==> src/rtl/node_pkg.sv <==
/*
 * mesh router node shared types
 * coordinates, packet layout and port numbering for a 2D mesh NoC node
 */
`default_nettype none

package node_pkg;

    // ====================
    // mesh constants
    // ====================
    localparam int MESH_DIM  = 8;                  // nodes per mesh side
    localparam int COORD_W   = $clog2(MESH_DIM);   // bits per axis
    localparam int NUM_PORTS = 5;                  // four mesh sides plus local
    localparam int DATA_W    = 8;

    // node position on the mesh
    typedef struct packed {
        logic [COORD_W-1:0] y;
        logic [COORD_W-1:0] x;
    } coord_t;

    // packet as it moves between nodes
    typedef struct packed {
        logic              qos;    // high class wins arbitration first
        logic [1:0]        kind;   // carried through untouched
        coord_t            src;
        coord_t            tgt;
        logic [DATA_W-1:0] data;
    } pkt_t;

    // port numbering
    // the order here is also the fixed arbitration order
    typedef enum logic [2:0] {
        DIR_L = 3'd0,   // local inject / eject
        DIR_N = 3'd1,
        DIR_W = 3'd2,
        DIR_S = 3'd3,
        DIR_E = 3'd4
    } dir_e;

    // one bit per port, indexed by dir_e
    typedef logic [NUM_PORTS-1:0] port_vec_t;

    // one packet per port, indexed by dir_e
    typedef pkt_t [NUM_PORTS-1:0] pkt_vec_t;

endpackage

`default_nettype wire

==> src/rtl/xy_route.sv <==
/*
 * dimension ordered XY route unit
 * x is resolved first, then y, then the packet ejects locally
 */
`timescale 1ns/1ps
`default_nettype none

module xy_route import node_pkg::*; #(
    parameter int unsigned LOCAL_X = 3,
    parameter int unsigned LOCAL_Y = 3
) (
    input  coord_t    tgt_i,
    output port_vec_t req_o
);

    logic x_gt, x_lt;
    logic y_gt, y_lt;

    // own position trimmed to the coordinate width
    localparam logic [COORD_W-1:0] OWN_X = COORD_W'(LOCAL_X);
    localparam logic [COORD_W-1:0] OWN_Y = COORD_W'(LOCAL_Y);

    assign x_gt = tgt_i.x > OWN_X;
    assign x_lt = tgt_i.x < OWN_X;
    assign y_gt = tgt_i.y > OWN_Y;   // north grows with y
    assign y_lt = tgt_i.y < OWN_Y;

    always_comb begin
        req_o = '0;
        if (x_gt) begin
            req_o[DIR_E] = 1'b1;
        end else if (x_lt) begin
            req_o[DIR_W] = 1'b1;
        end else if (y_gt) begin
            req_o[DIR_N] = 1'b1;     // x already matches
        end else if (y_lt) begin
            req_o[DIR_S] = 1'b1;
        end else begin
            req_o[DIR_L] = 1'b1;     // arrived
        end
    end

endmodule

`default_nettype wire

==> src/rtl/input_buffer.sv <==
/*
 * single entry input buffer
 * holds one packet until the switch allocator grants it
 * accepts a new packet in the same cycle the old one leaves
 */
`timescale 1ns/1ps
`default_nettype none

module input_buffer import node_pkg::*; (
    input  logic clk,
    input  logic reset_i,
    input  logic vld_i,
    input  pkt_t pkt_i,
    input  logic release_i,   // entry granted this cycle
    output logic rdy_o,
    output logic vld_o,
    output pkt_t pkt_o
);

    logic vld_q;
    pkt_t pkt_q;
    logic load;

    assign rdy_o = ~vld_q | release_i;   // empty or emptying
    assign load  = vld_i & rdy_o;

    always_ff @(posedge clk) begin
        if (reset_i) begin
            vld_q <= 1'b0;
        end else if (load) begin
            vld_q <= 1'b1;
        end else if (release_i) begin
            vld_q <= 1'b0;
        end
    end

    // payload only
    always_ff @(posedge clk) begin
        if (load) begin
            pkt_q <= pkt_i;
        end
    end

    assign vld_o = vld_q;
    assign pkt_o = pkt_q;

    // allocator must never grant an empty entry
    a_release_needs_entry: assert property (
        @(posedge clk) disable iff (reset_i) release_i |-> vld_o
    ) else $error("input buffer released while empty");

endmodule

`default_nettype wire

==> src/rtl/switch_alloc.sv <==
/*
 * switch allocator
 * one two class fixed priority arbiter per output port
 * qos high requests first, then lowest port index
 */
`timescale 1ns/1ps
`default_nettype none

module switch_alloc import node_pkg::*; (
    input  logic                      clk,
    input  logic                      reset_i,
    input  port_vec_t [NUM_PORTS-1:0] req_i,        // per input
    input  port_vec_t                 vld_i,
    input  port_vec_t                 qos_i,
    input  port_vec_t                 obuf_rdy_i,
    output port_vec_t [NUM_PORTS-1:0] gnt_out_o,    // per output
    output port_vec_t                 gnt_in_o
);

    port_vec_t [NUM_PORTS-1:0] req_out;   // requests regrouped by output
    port_vec_t [NUM_PORTS-1:0] gnt_col;   // grants regrouped by input

    // ====================
    // request transpose
    // ====================
    always_comb begin
        for (int o = 0; o < NUM_PORTS; o++) begin
            for (int i = 0; i < NUM_PORTS; i++) begin
                req_out[o][i] = req_i[i][o] & vld_i[i];   // drop stale route bits
            end
        end
    end

    // ====================
    // per output arbiters
    // ====================
    for (genvar o = 0; o < NUM_PORTS; o++) begin : g_arb
        port_vec_t hi_req;
        port_vec_t cand;
        port_vec_t first;

        assign hi_req = req_out[o] & qos_i;
        assign cand   = (|hi_req) ? hi_req : req_out[o];   // pick the class
        assign first  = cand & (~cand + port_vec_t'(1));   // lowest set bit

        // nothing leaves unless the output register can take it
        assign gnt_out_o[o] = first & {NUM_PORTS{obuf_rdy_i[o]}};

        a_gnt_onehot: assert property (
            @(posedge clk) disable iff (reset_i) $onehot0(gnt_out_o[o])
        ) else $error("output %0d granted more than one input", o);
    end

    // ====================
    // grants back to inputs
    // ====================
    always_comb begin
        for (int i = 0; i < NUM_PORTS; i++) begin
            for (int o = 0; o < NUM_PORTS; o++) begin
                gnt_col[i][o] = gnt_out_o[o][i];
            end
        end
    end

    for (genvar i = 0; i < NUM_PORTS; i++) begin : g_gnt_in
        assign gnt_in_o[i] = |gnt_col[i];

        // each buffer holds one packet so it can feed one output at most
        a_single_output: assert property (
            @(posedge clk) disable iff (reset_i) $onehot0(gnt_col[i])
        ) else $error("input %0d granted to two outputs", i);
    end

endmodule

`default_nettype wire

==> src/rtl/switch_crossbar.sv <==
/*
 * 5x5 crossbar
 * AND-OR one hot mux per output, driven by the allocator grants
 */
`timescale 1ns/1ps
`default_nettype none

module switch_crossbar import node_pkg::*; (
    input  port_vec_t [NUM_PORTS-1:0] gnt_out_i,   // per output, one hot
    input  pkt_vec_t                  pkt_i,
    output pkt_vec_t                  pkt_o,
    output port_vec_t                 vld_o
);

    always_comb begin
        for (int o = 0; o < NUM_PORTS; o++) begin
            pkt_o[o] = '0;
            for (int i = 0; i < NUM_PORTS; i++) begin
                // masked OR keeps the mux flat
                pkt_o[o] = pkt_o[o] | (pkt_i[i] & {$bits(pkt_t){gnt_out_i[o][i]}});
            end
        end
    end

    // an output carries a packet whenever some input won it
    for (genvar o = 0; o < NUM_PORTS; o++) begin : g_vld
        assign vld_o[o] = |gnt_out_i[o];
    end

endmodule

`default_nettype wire

==> src/rtl/output_register.sv <==
/*
 * single entry output register
 * registered valid/ready slice towards the neighbour node or the core
 */
`timescale 1ns/1ps
`default_nettype none

module output_register import node_pkg::*; (
    input  logic clk,
    input  logic reset_i,
    input  logic vld_i,    // crossbar valid
    input  pkt_t pkt_i,
    input  logic rdy_i,    // from downstream
    output logic rdy_o,    // back to allocator
    output logic vld_o,
    output pkt_t pkt_o
);

    logic vld_q;
    pkt_t pkt_q;
    logic load;

    // can take a packet when empty or when the current one drains
    assign rdy_o = ~vld_q | rdy_i;
    assign load  = vld_i & rdy_o;

    always_ff @(posedge clk) begin
        if (reset_i) begin
            vld_q <= 1'b0;
        end else if (load) begin
            vld_q <= 1'b1;
        end else if (rdy_i) begin
            vld_q <= 1'b0;   // drained with nothing behind it
        end
    end

    always_ff @(posedge clk) begin
        if (load) begin
            pkt_q <= pkt_i;
        end
    end

    assign vld_o = vld_q;
    assign pkt_o = pkt_q;

    // held packet must not move while the neighbour stalls
    a_hold_on_stall: assert property (
        @(posedge clk) disable iff (reset_i)
        vld_o && !rdy_i |=> vld_o && $stable(pkt_o)
    ) else $error("output register dropped or changed a stalled packet");

endmodule

`default_nettype wire

==> src/rtl/noc_node.sv <==
/*
 * 2D mesh router node
 * five single entry input buffers, XY route units, QoS switch allocation,
 * crossbar and five registered outputs with valid/ready back-pressure
 */
`timescale 1ns/1ps
`default_nettype none

module noc_node import node_pkg::*; #(
    parameter int unsigned LOCAL_X = 3,   // own column
    parameter int unsigned LOCAL_Y = 3    // own row
) (
    input  logic      clk,
    input  logic      reset_i,
    input  port_vec_t in_vld_i,
    input  pkt_vec_t  in_pkt_i,
    input  port_vec_t out_rdy_i,
    output port_vec_t in_rdy_o,
    output port_vec_t out_vld_o,
    output pkt_vec_t  out_pkt_o
);

    port_vec_t                 buf_vld;
    pkt_vec_t                  buf_pkt;
    port_vec_t [NUM_PORTS-1:0] req;        // route request of each input
    port_vec_t                 qos;
    port_vec_t                 obuf_rdy;
    port_vec_t [NUM_PORTS-1:0] gnt_out;    // winning input per output
    port_vec_t                 gnt_in;
    pkt_vec_t                  xbar_pkt;
    port_vec_t                 xbar_vld;

    // ====================
    // input side
    // ====================
    for (genvar p = 0; p < NUM_PORTS; p++) begin : g_in
        input_buffer u_input_buffer (
            .clk       ( clk          ),
            .reset_i   ( reset_i      ),
            .vld_i     ( in_vld_i[p]  ),
            .pkt_i     ( in_pkt_i[p]  ),
            .release_i ( gnt_in[p]    ),
            .rdy_o     ( in_rdy_o[p]  ),
            .vld_o     ( buf_vld[p]   ),
            .pkt_o     ( buf_pkt[p]   )
        );

        xy_route #(
            .LOCAL_X ( LOCAL_X ),
            .LOCAL_Y ( LOCAL_Y )
        ) u_xy_route (
            .tgt_i ( buf_pkt[p].tgt ),
            .req_o ( req[p]         )
        );

        assign qos[p] = buf_pkt[p].qos;
    end

    // ====================
    // allocation and switch
    // ====================
    switch_alloc u_switch_alloc (
        .clk        ( clk      ),
        .reset_i    ( reset_i  ),
        .req_i      ( req      ),
        .vld_i      ( buf_vld  ),
        .qos_i      ( qos      ),
        .obuf_rdy_i ( obuf_rdy ),
        .gnt_out_o  ( gnt_out  ),
        .gnt_in_o   ( gnt_in   )
    );

    switch_crossbar u_switch_crossbar (
        .gnt_out_i ( gnt_out  ),
        .pkt_i     ( buf_pkt  ),
        .pkt_o     ( xbar_pkt ),
        .vld_o     ( xbar_vld )
    );

    // ====================
    // output side
    // ====================
    for (genvar p = 0; p < NUM_PORTS; p++) begin : g_out
        output_register u_output_register (
            .clk     ( clk           ),
            .reset_i ( reset_i       ),
            .vld_i   ( xbar_vld[p]   ),
            .pkt_i   ( xbar_pkt[p]   ),
            .rdy_i   ( out_rdy_i[p]  ),
            .rdy_o   ( obuf_rdy[p]   ),
            .vld_o   ( out_vld_o[p]  ),
            .pkt_o   ( out_pkt_o[p]  )
        );
    end

endmodule

`default_nettype wire

==> config.mk <==
export PLATFORM = sky130hd
export DESIGN_NAME = noc_node
export DESIGN_NICKNAME = d
export VERILOG_FILES = /design/src/rtl/node_pkg.sv /design/src/rtl/xy_route.sv /design/src/rtl/input_buffer.sv /design/src/rtl/switch_alloc.sv /design/src/rtl/switch_crossbar.sv /design/src/rtl/output_register.sv /design/src/rtl/noc_node.sv
export SDC_FILE = /design/constraint.sdc
export NUM_CORES = 1
export LEC_CHECK = 0
export ABC_AREA = 1
export CORE_MARGIN = 2
export CORE_UTILIZATION = 30
export DETAILED_ROUTE_END_ITERATION = 8
export DONT_BUFFER_PORTS = 1
export REMOVE_ABC_BUFFERS = 1
export SETUP_SLACK_MARGIN = 0.02
export SLEW_MARGIN = 10
export SYNTH_ARGS = -nofsm -noshare
export SYNTH_HDL_FRONTEND = slang
export SYNTH_HIERARCHICAL = 1
export SYNTH_SLANG_ARGS = --single-unit
==> constraint.sdc <==
create_clock -name clk -period 5 [get_ports clk]
set_input_delay 1 -clock clk [delete_from_list [all_inputs] [get_ports clk]]
set_output_delay 1 -clock clk [all_outputs]
set_load 0.01 [all_outputs]
==> results_dict.tcl, run 1 <==
set metrics [dict create \
    postCtsHoldBufs 0 \
    netlist.area_leader.share_pct 49.1 \
    drtIter0Drc 1288 \
    die_w_um 221 \
    core.rowCount 79 \
    clk_pin_slew_ps 60 \
    wl_per_cell_um 22.4 \
    multi_input_area_um2 5400 \
    htreeDepth 1 \
    antenna_found_initial 23 \
    via_per_inst 4.81 \
    first_pass_iters 5 \
    drive_gt1_share_pct 8.35 \
    syn_to_final_growth_pct 10.6 \
    skew_ps 10.3 \
    fill_cells 4834 \
    worst_pin_slew_ps 1250 \
    globalplace.congestion 0.941 \
    clock-sinks 240 \
    vias 12200 \
    worstRegToRegCells 14 \
    fp.dieArea_um2 48700 \
    grt_max_degree 26 \
    syn_area_per_cell_um2 7.42 \
    cts_setup_buffers 0 \
    seq_area_um2 7110 \
    grt_pass1_vias 11300 \
    ys_seq_area_share_pct 50.5 \
    cts_resized 0 \
    power_per_cell_area_nw_per_um2 355 \
    finalSetupTns_ps 0 \
    rsz0062_at_grt "no" \
    grt_pass1_wl_mm 78.7 \
    cts-buffers-inserted 27 \
    maxCapViolCount 0 \
    die_height_um 221 \
    cts-root-buf "clkbuf_16" \
    route.antenna.remaining_nets 0 \
    ys_seq_elements 240 \
    hpwl_mm 37.9 \
    setup_viol 0 \
    core_um2 46500 \
    vdd_drop_max_v 0.000226 \
    hp-class "in -> reg" \
    syn-instance-count 1896 \
    synth_flop_cell "edfxtp_1" \
    cp.arrival_ps 3090 \
    finalCritPeriodShare_pct 81.9 \
    critPathMaxFanout 13 \
    cts_max_path_buffers 3 \
    hold_viol 0 \
    synthArstFlopShare_pct 0 \
    outcome "complete, no violations" \
    io-pin-count 252 \
    ys_top_cells_by_area "edfxtp_1 49%, nand2_1 27%, inv_1 7.5%" \
    min_period_ps 4090 \
    totalPowerFinal_mw 5.53 \
    drc 0 \
    critPathKind "reg -> out" \
    required_ps 4000 \
    grt_overflow 0 \
    start_util_pct 30.3 \
    clk_latency_ps 560 \
    grt_usage_pct 22.7 \
    finalMaxSlewViolations 0 \
    worstSetupStartpointType "register" \
    synth_edf_count 230 \
    relSlewSlack_pct 16.8 \
    synth_warnings 6 \
    finalWorstSetupSlack_ps 907 \
    max_freq_mhz 244 \
    cp-end-kind "output port" \
    nets 2025 \
    p_leak_nw 8.13 \
    dp_slack_ps 1320 \
    tritoncts "done" \
    netlist_area_um2 14100 \
    hold_ws_ps 495 \
    whs_path_depth 1 \
    yosys.area.top_type "edfxtp_1" \
    routed_wl_mm 56.7 \
    port_buffers 0 \
    yosys.cell_types.count 25 \
]
==> worst max-delay path, cell delays in order (launching register included) <==
cell,delay [ps]
edfxtp_1,530
inv_2,90
nand3_2,90
nor2_1,170
nand3_1,190
nand2_1,190
nor2_4,60
nand3b_1,110
nand2_1,100
nand2_1,70
inv_1,340
nor3_1,310
nand2_1,90
inv_2,90
nand2_2,110
==> area by class of cell <==
| type | count | area share, % |
|---|---|---|
| antenna | 11 | 0.177 |
| clock buffer | 29 | 4.39 |
| clock inverter | 19 | 1.22 |
| inverter | 297 | 7.16 |
| multi-input combinational | 1298 | 34.7 |
| sequential | 240 | 45.7 |
| tap | 607 | 4.88 |
| timing repair buffer | 34 | 1.85 |
==> synth_stat cells (all sizes together) (4+ instances only) <==
| master | number |
|---|---|
| nor3 | 6 |
| edfxtp | 230 |
| o21bai | 4 |
| a21oi | 29 |
| inv | 297 |
| nand3b | 6 |
| nor2 | 170 |
| nand2 | 1020 |
| dfxtp | 10 |
| clkbuf | 5 |
| buf | 56 |
| o21ai | 4 |
| nand3 | 56 |
==> kinds of logic (layout without fill, tap and decap cells) <==
family                 after synthesis  after routing  share of synthesized area [%]
and+or+nand+nor                   1260           1260                           35.2
buffers and inverters              358            379                           12.4
DFF                                240            240                           50.5
AOI/OAI and AO/OA                   38             38                           1.81
other                                0             11                              0
==> worst paths after layout <==
kind / slack (ps) / to / from
worst max-delay path: 910 / in_rdy_o[0] / g_in[1].u_input_buffer/pkt_o[10]$_DFFE_PP_
worst min-delay path: 490 / g_out[2].u_output_register/vld_o$_SDFFE_PP0P_ / reset_i
worst max register to register: 1290 / g_in[1].u_input_buffer/pkt_o[0]$_DFFE_PP_ / g_in[2].u_input_buffer/pkt_o[10]$_DFFE_PP_
worst min register to register: 600 / g_out[2].u_output_register/vld_o$_SDFFE_PP0P_ / g_out[2].u_output_register/vld_o$_SDFFE_PP0P_
==> stage by stage <==
stage	area [um^2]	cells	util, %
2_1_floorplan	13400	1835	-
3_3_place_gp	14600	2474	31.5
3_5_place_dp	14600	2474	31.5
4_1_cts	15500	2522	33.3
5_1_grt	15600	2530	33.5
6_report	15600	2535	33.5
==> sequential cells by signal, indices dropped and copies added, names as in the netlist <==
register	flops
g_out.u_output_register/vld_o	5
g_out.u_output_register/pkt_o	115
g_in.u_input_buffer/vld_o	5
g_in.u_input_buffer/pkt_o	115
==> layout by cell type, fill, tap and decap left out, drive strengths merged <==
| cell type | n |
|---|---|
| nor3b | 1 |
| a21oi | 29 |
| diode | 11 |
| edfxtp | 230 |
| o21ai | 4 |
| nor2 | 170 |
| nand4 | 1 |
| nand3b | 6 |
| clkinv | 9 |
| inv | 300 |
| o21a | 1 |
| clkinvlp | 4 |
| dfxtp | 10 |
| bufinv | 3 |
| nor3 | 6 |
| nand3 | 56 |
| buf | 34 |
| nand2 | 1020 |
| o21bai | 4 |
| clkbuf | 29 |
==> routing by layer <==
metal	global-route usage [%]	vias up	part of all wire, %
met1	29.5	5579	41
met4	8.42	24	3.5
met2	35.2	718	44
met3	7.30	150	12
li1	-	5723	-
met5	0	-	0.25
==> where the power goes <==
group	switching (mW)	internal (mW)
Clock	0.852	1.15
Sequential	0.286	2.49
Combinational	0.557	0.195
Note: power is estimated with default switching activity, not from simulation.
==> run 2, diff against run 1 <==
clock period = 3.95 ns   (was 5 ns; I/O delays follow)
==> results_dict.tcl, run 2 (synthesized netlist as in run 1, its figures left out) <==
set metrics [dict create \
    outcome "complete, no violations" \
    power_per_cell_area_nw_per_um2 459 \
    max_freq_mhz 266 \
    stdcell_count 2553 \
    setup_viol 0 \
    required_ps 3160 \
    die_w_um 221 \
    htreeDepth 1 \
    r2r-start "g_in[2].u_input_buffer/vld_o$_SDFFE_PP0P_" \
    drc 0 \
    min_period_ps 3760 \
    tritoncts "done" \
    cp_top_family "simple AND/OR/NAND/NOR gates" \
    via_per_inst 4.81 \
    finalSetupTns_ps 0 \
    cts-buffers-inserted 29 \
    finalCritPeriodShare_pct 95.3 \
    cp-startpoint "g_in[1].u_input_buffer/pkt_o[10]$_DFFE_PP_" \
    p_leak_nw 8.25 \
    finalMaxSlewViolations 0 \
    placed_area_um2 14700 \
    relSlewSlack_pct 53.4 \
    cts-root-buf "clkbuf_16" \
    place_inst 2484 \
    grt_pass1_wl_mm 77.7 \
    final_cell_mix "1008 x nand2_1, 280 x inv_1, 230 x edfxtp_1, 155 x nor2_1" \
    p_switching_mw 2.17 \
    core_um2 46500 \
    cp.arrival_ps 2970 \
    path_cells "inv_2 > nand3_2 > nor2_1 > nand3_1 > nand2_1 > nor2_4 > nand3b_1 > nand2_1 > nand2_1 > inv_1 > buf_4 > nor3_1 > nand2_1 > inv_2 > nand2_2" \
    vdd_drop_max_v 0.000352 \
    hpwl_mm 36.7 \
    hp-class "in -> reg" \
    die_height_um 221 \
    dp_slack_ps 710 \
    pwr-share-clk_pct 38.4 \
    drtIter0Drc 1250 \
    nets 2040 \
    clk_latency_ps 580 \
    comb_power_share_pct 13.2 \
    skew_ps 28.6 \
    vias 12300 \
    critPathMaxStageDelay_ps 540 \
    antenna_found_initial 16 \
    hold_path_startpoint "reset_i" \
    wl_per_cell_um 22.3 \
    cp-end-kind "output port" \
    worstSetupStartpointType "register" \
    critPathMaxFanout 12 \
    cts_max_path_buffers 3 \
    clock-sinks 240 \
    postCtsHoldBufs 0 \
    mostFrequentLayoutCell "nand2_1" \
    seqPwrFrac_pct 48.4 \
    drive_gt1_share_pct 9.05 \
    io-pin-count 252 \
    clk_pin_slew_ps 60 \
    syn_to_final_growth_pct 12.0 \
    port_buffers 0 \
    first_pass_iters 5 \
    core.rowCount 79 \
    path_common_cell "nand2_1" \
    critPathKind "reg -> out" \
    maxCapViolCount 0 \
    fin_area_um2 15800 \
    crit_buf_inv 4 \
    route.antenna.remaining_nets 0 \
    start_util_pct 30.3 \
    swShare_pct 30.0 \
    p_int_mw 5.06 \
    grt_pass1_vias 11200 \
    finalWorstSetupSlack_ps 188 \
    grt_usage_pct 22.6 \
    totalPowerFinal_mw 7.23 \
    grt_max_degree 24 \
    grt_overflow 0 \
    worst_pin_slew_ps 698 \
    critPathSlowestCell "edfxtp_1" \
    routed_wl_mm 56.8 \
    hold_viol 0 \
    globalplace.congestion 0.901 \
    fp.dieArea_um2 48700 \
]
run 2: cell count changes in the layout (fill, tap and decap cells not counted), sizes merged:
cell,previous run,this run
buf,34,47
bufinv,3,5
clkbuf,29,34
clkinv,9,10
clkinvlp,4,2
diode,11,12
inv,300,298
run 2: power by group through the flow:
stage / logic (mW) / registers [mW] / clock network [mW]
2_1_floorplan: 0.504 / 3.44 / 0
3_3_place_gp: 0.935 / 3.54 / 0
3_5_place_dp: 0.943 / 3.55 / 0
4_1_cts: 0.947 / 3.50 / 2.84
5_1_grt: 1.03 / 3.53 / 2.92
6_report: 0.956 / 3.50 / 2.78
run 2: cell type report:
| cell class | instances | area [um^2] |
|---|---|---|
| clock buffer | 34 | 744 |
| clock inverter | 18 | 224 |
| sequential | 240 | 7110 |
| antenna | 12 | 30.0 |
| timing repair buffer | 47 | 378 |
| inverter | 297 | 1110 |
| multi-input combinational | 1298 | 5400 |
| tap | 607 | 759 |
| fill | 4837 | 30700 |
run 2: per-layer routing:
layer  GRT usage (%)  wire [um]
met5               0         78
met4            9.09       2260
met3            6.24       6160
met2            35.8      25200
met1            29.1      23100
run 2: final timing paths:
kind	slack (ps)	endpoint	cells after the start
max reg2reg	750	g_in[3].u_input_buffer/pkt_o[5]$_DFFE_PP_	13
max	190	in_rdy_o[0]	15
min reg2reg	600	g_out[2].u_output_register/vld_o$_SDFFE_PP0P_	2
min	260	g_out[2].u_output_register/vld_o$_SDFFE_PP0P_	1
run 2: repair_timing:
| item | 4_1_cts | 5_1_grt |
|---|---|---|
| resized for setup | 0 | 2 |
| buffers inserted | 0 | 5 |
| setup endpoints to repair | 0 | 1 |
run 2: stage by stage:
step / util (%) / hold WS (ps)
global placement: 31.7 / 581
finish: 33.9 / 263
detailed placement: 31.7 / 592
CTS: 33.8 / 238
floorplan: - / 506
global route: 33.9 / 248
==> run 3, diff against run 2 <==
CORE_MARGIN = unset   (was 2)
clock period = 3.42 ns   (was 3.95 ns; I/O delays follow)
==> results_dict.tcl, run 3 (synthesized netlist as in run 1, its figures left out) <==
set metrics [dict create \
    rsz0062_at_grt "yes" \
    hp-class "in -> reg" \
    skew_ps 10.7 \
    start_util_pct 30.3 \
    drtIter0Drc 1377 \
    first_pass_iters 6 \
    globalplace.congestion 0.876 \
    nets 2085 \
    fp.dieArea_um2 47800 \
    vdd_drop_max_v 0.000314 \
    critPathKind "reg -> out" \
    cp-end-kind "output port" \
    p_int_mw 5.94 \
    die_w_um 219 \
    placed_area_um2 14900 \
    grt_overflow 0 \
    fin_area_um2 16300 \
    port_buffers 0 \
    dp_slack_ps 252 \
    routed_wl_mm 57.9 \
    postCtsHoldBufs 0 \
    swShare_pct 30.1 \
    antenna_found_initial 14 \
    clock-sinks 240 \
    core_um2 46500 \
    htreeDepth 1 \
    vias 12700 \
    via_per_inst 4.89 \
    cts_max_path_buffers 3 \
    worstSetupStartpointType "register" \
    outcome "complete, no violations" \
    worst_pin_slew_ps 1070 \
    setup_viol 0 \
    drc 0 \
    drive_gt1_share_pct 12.8 \
    fill_cells 4792 \
    tritoncts "done" \
    utilization_pct 35.2 \
    required_ps 2740 \
    syn_to_final_growth_pct 16.0 \
    pwr-share-clk_pct 38.3 \
    grt_max_degree 25 \
    seq_area_um2 7110 \
    hold_viol 0 \
    io-pin-count 252 \
    cp.arrival_ps 2610 \
    max_freq_mhz 304 \
    finalCritPeriodShare_pct 96.3 \
    mostFrequentLayoutCell "nand2_1" \
    finalSetupTns_ps 0 \
    p_leak_nw 8.49 \
    critPathMaxFanout 5 \
    power_per_cell_area_nw_per_um2 521 \
    p_switching_mw 2.56 \
    clk_latency_ps 580 \
    hpwl_mm 36.0 \
    cts-buffers-inserted 30 \
    final_cell_mix "1002 x nand2_1, 276 x inv_1, 230 x edfxtp_1, 142 x nor2_1, 83 x buf_4" \
    grt_pass1_wl_mm 79.4 \
    route.antenna.remaining_nets 0 \
    clk_pin_slew_ps 60 \
    core.rowCount 79 \
    wl_per_cell_um 22.3 \
    comb_power_share_pct 14.5 \
    hold_ws_ps 152 \
    multi_input_area_um2 5540 \
    cts-root-buf "clkbuf_16" \
    grt_pass1_vias 11900 \
    maxCapViolCount 0 \
    r2r_setup_slack_ps 300 \
    die_height_um 219 \
    finalWorstSetupSlack_ps 126 \
    min_period_ps 3290 \
    finalMaxSlewViolations 0 \
    seqPwrFrac_pct 47.2 \
    relSlewSlack_pct 28.5 \
    grt_usage_pct 23.5 \
]
run 3: cell type report:
type / count / share of cell area [%]
clock buffer: 36 / 4.86
tap: 607 / 4.65
sequential: 240 / 43.5
clock inverter: 19 / 1.24
multi-input combinational: 1298 / 33.9
antenna: 10 / 0.153
timing repair buffer: 91 / 4.80
inverter: 297 / 6.83
run 3: power by group through the flow:
stage	Sequential [mW]	Clock [mW]	Combinational, mW
6_report	4.01	3.25	1.24
5_1_grt	4.05	3.43	1.33
4_1_cts	4.02	3.34	1.17
3_5_place_dp	4.08	0	1.15
3_3_place_gp	4.08	0	1.14
2_1_floorplan	3.97	0	0.582
run 3: timing repair:
item / in CTS / in global routing
hold endpoints to repair: 0 / 0
cloned: 0 / 0
endpoints found under the setup margin: 4 / 5
setup buffers: 4 / 33
gates resized for setup: 4 / 41
pin swaps: 0 / 8
run 3: layer usage:
metal / up-vias / GRT usage, % / share of wire, %
li1: 5851 / - / -
met1: 5823 / 30.0 / 39
met2: 822 / 36.6 / 44
met3: 185 / 6.19 / 12
met4: 12 / 11.4 / 4.9
met5: - / 0 / 0.15
run 3: per-stage QoR:
step | instances | power (mW)
final | 2598 | 8.50
after global placement | 2496 | 5.22
after detailed placement | 2496 | 5.24
after global routing | 2596 | 8.81
after floorplan | 1835 | 4.55
after CTS | 2555 | 8.53
run 3: final timing paths:
path / cells after the start / endpoint / start
setup / recovery: 13 / in_rdy_o[1] / g_in[0].u_input_buffer/pkt_o[10]$_DFFE_PP_
hold / removal: 1 / g_in[0].u_input_buffer/vld_o$_SDFFE_PP0P_ / reset_i
setup reg to reg: 14 / g_in[0].u_input_buffer/pkt_o[18]$_DFFE_PP_ / g_in[0].u_input_buffer/pkt_o[9]$_DFFE_PP_
hold reg to reg: 2 / g_out[2].u_output_register/vld_o$_SDFFE_PP0P_ / g_out[2].u_output_register/vld_o$_SDFFE_PP0P_
run 3: worst max-delay path: stages, from the launching register on:
cell and delay [ps]:
edfxtp_1 460, inv_2 110, nand3_4 110, nor2_2 150, nand3_1 170, nand2_2 140
nor2_4 60, nand3_2 80, nand3_2 120, a21oi_4 240, nor2_1 80, nand3_1 120
inv_2 70, nand2_2 110
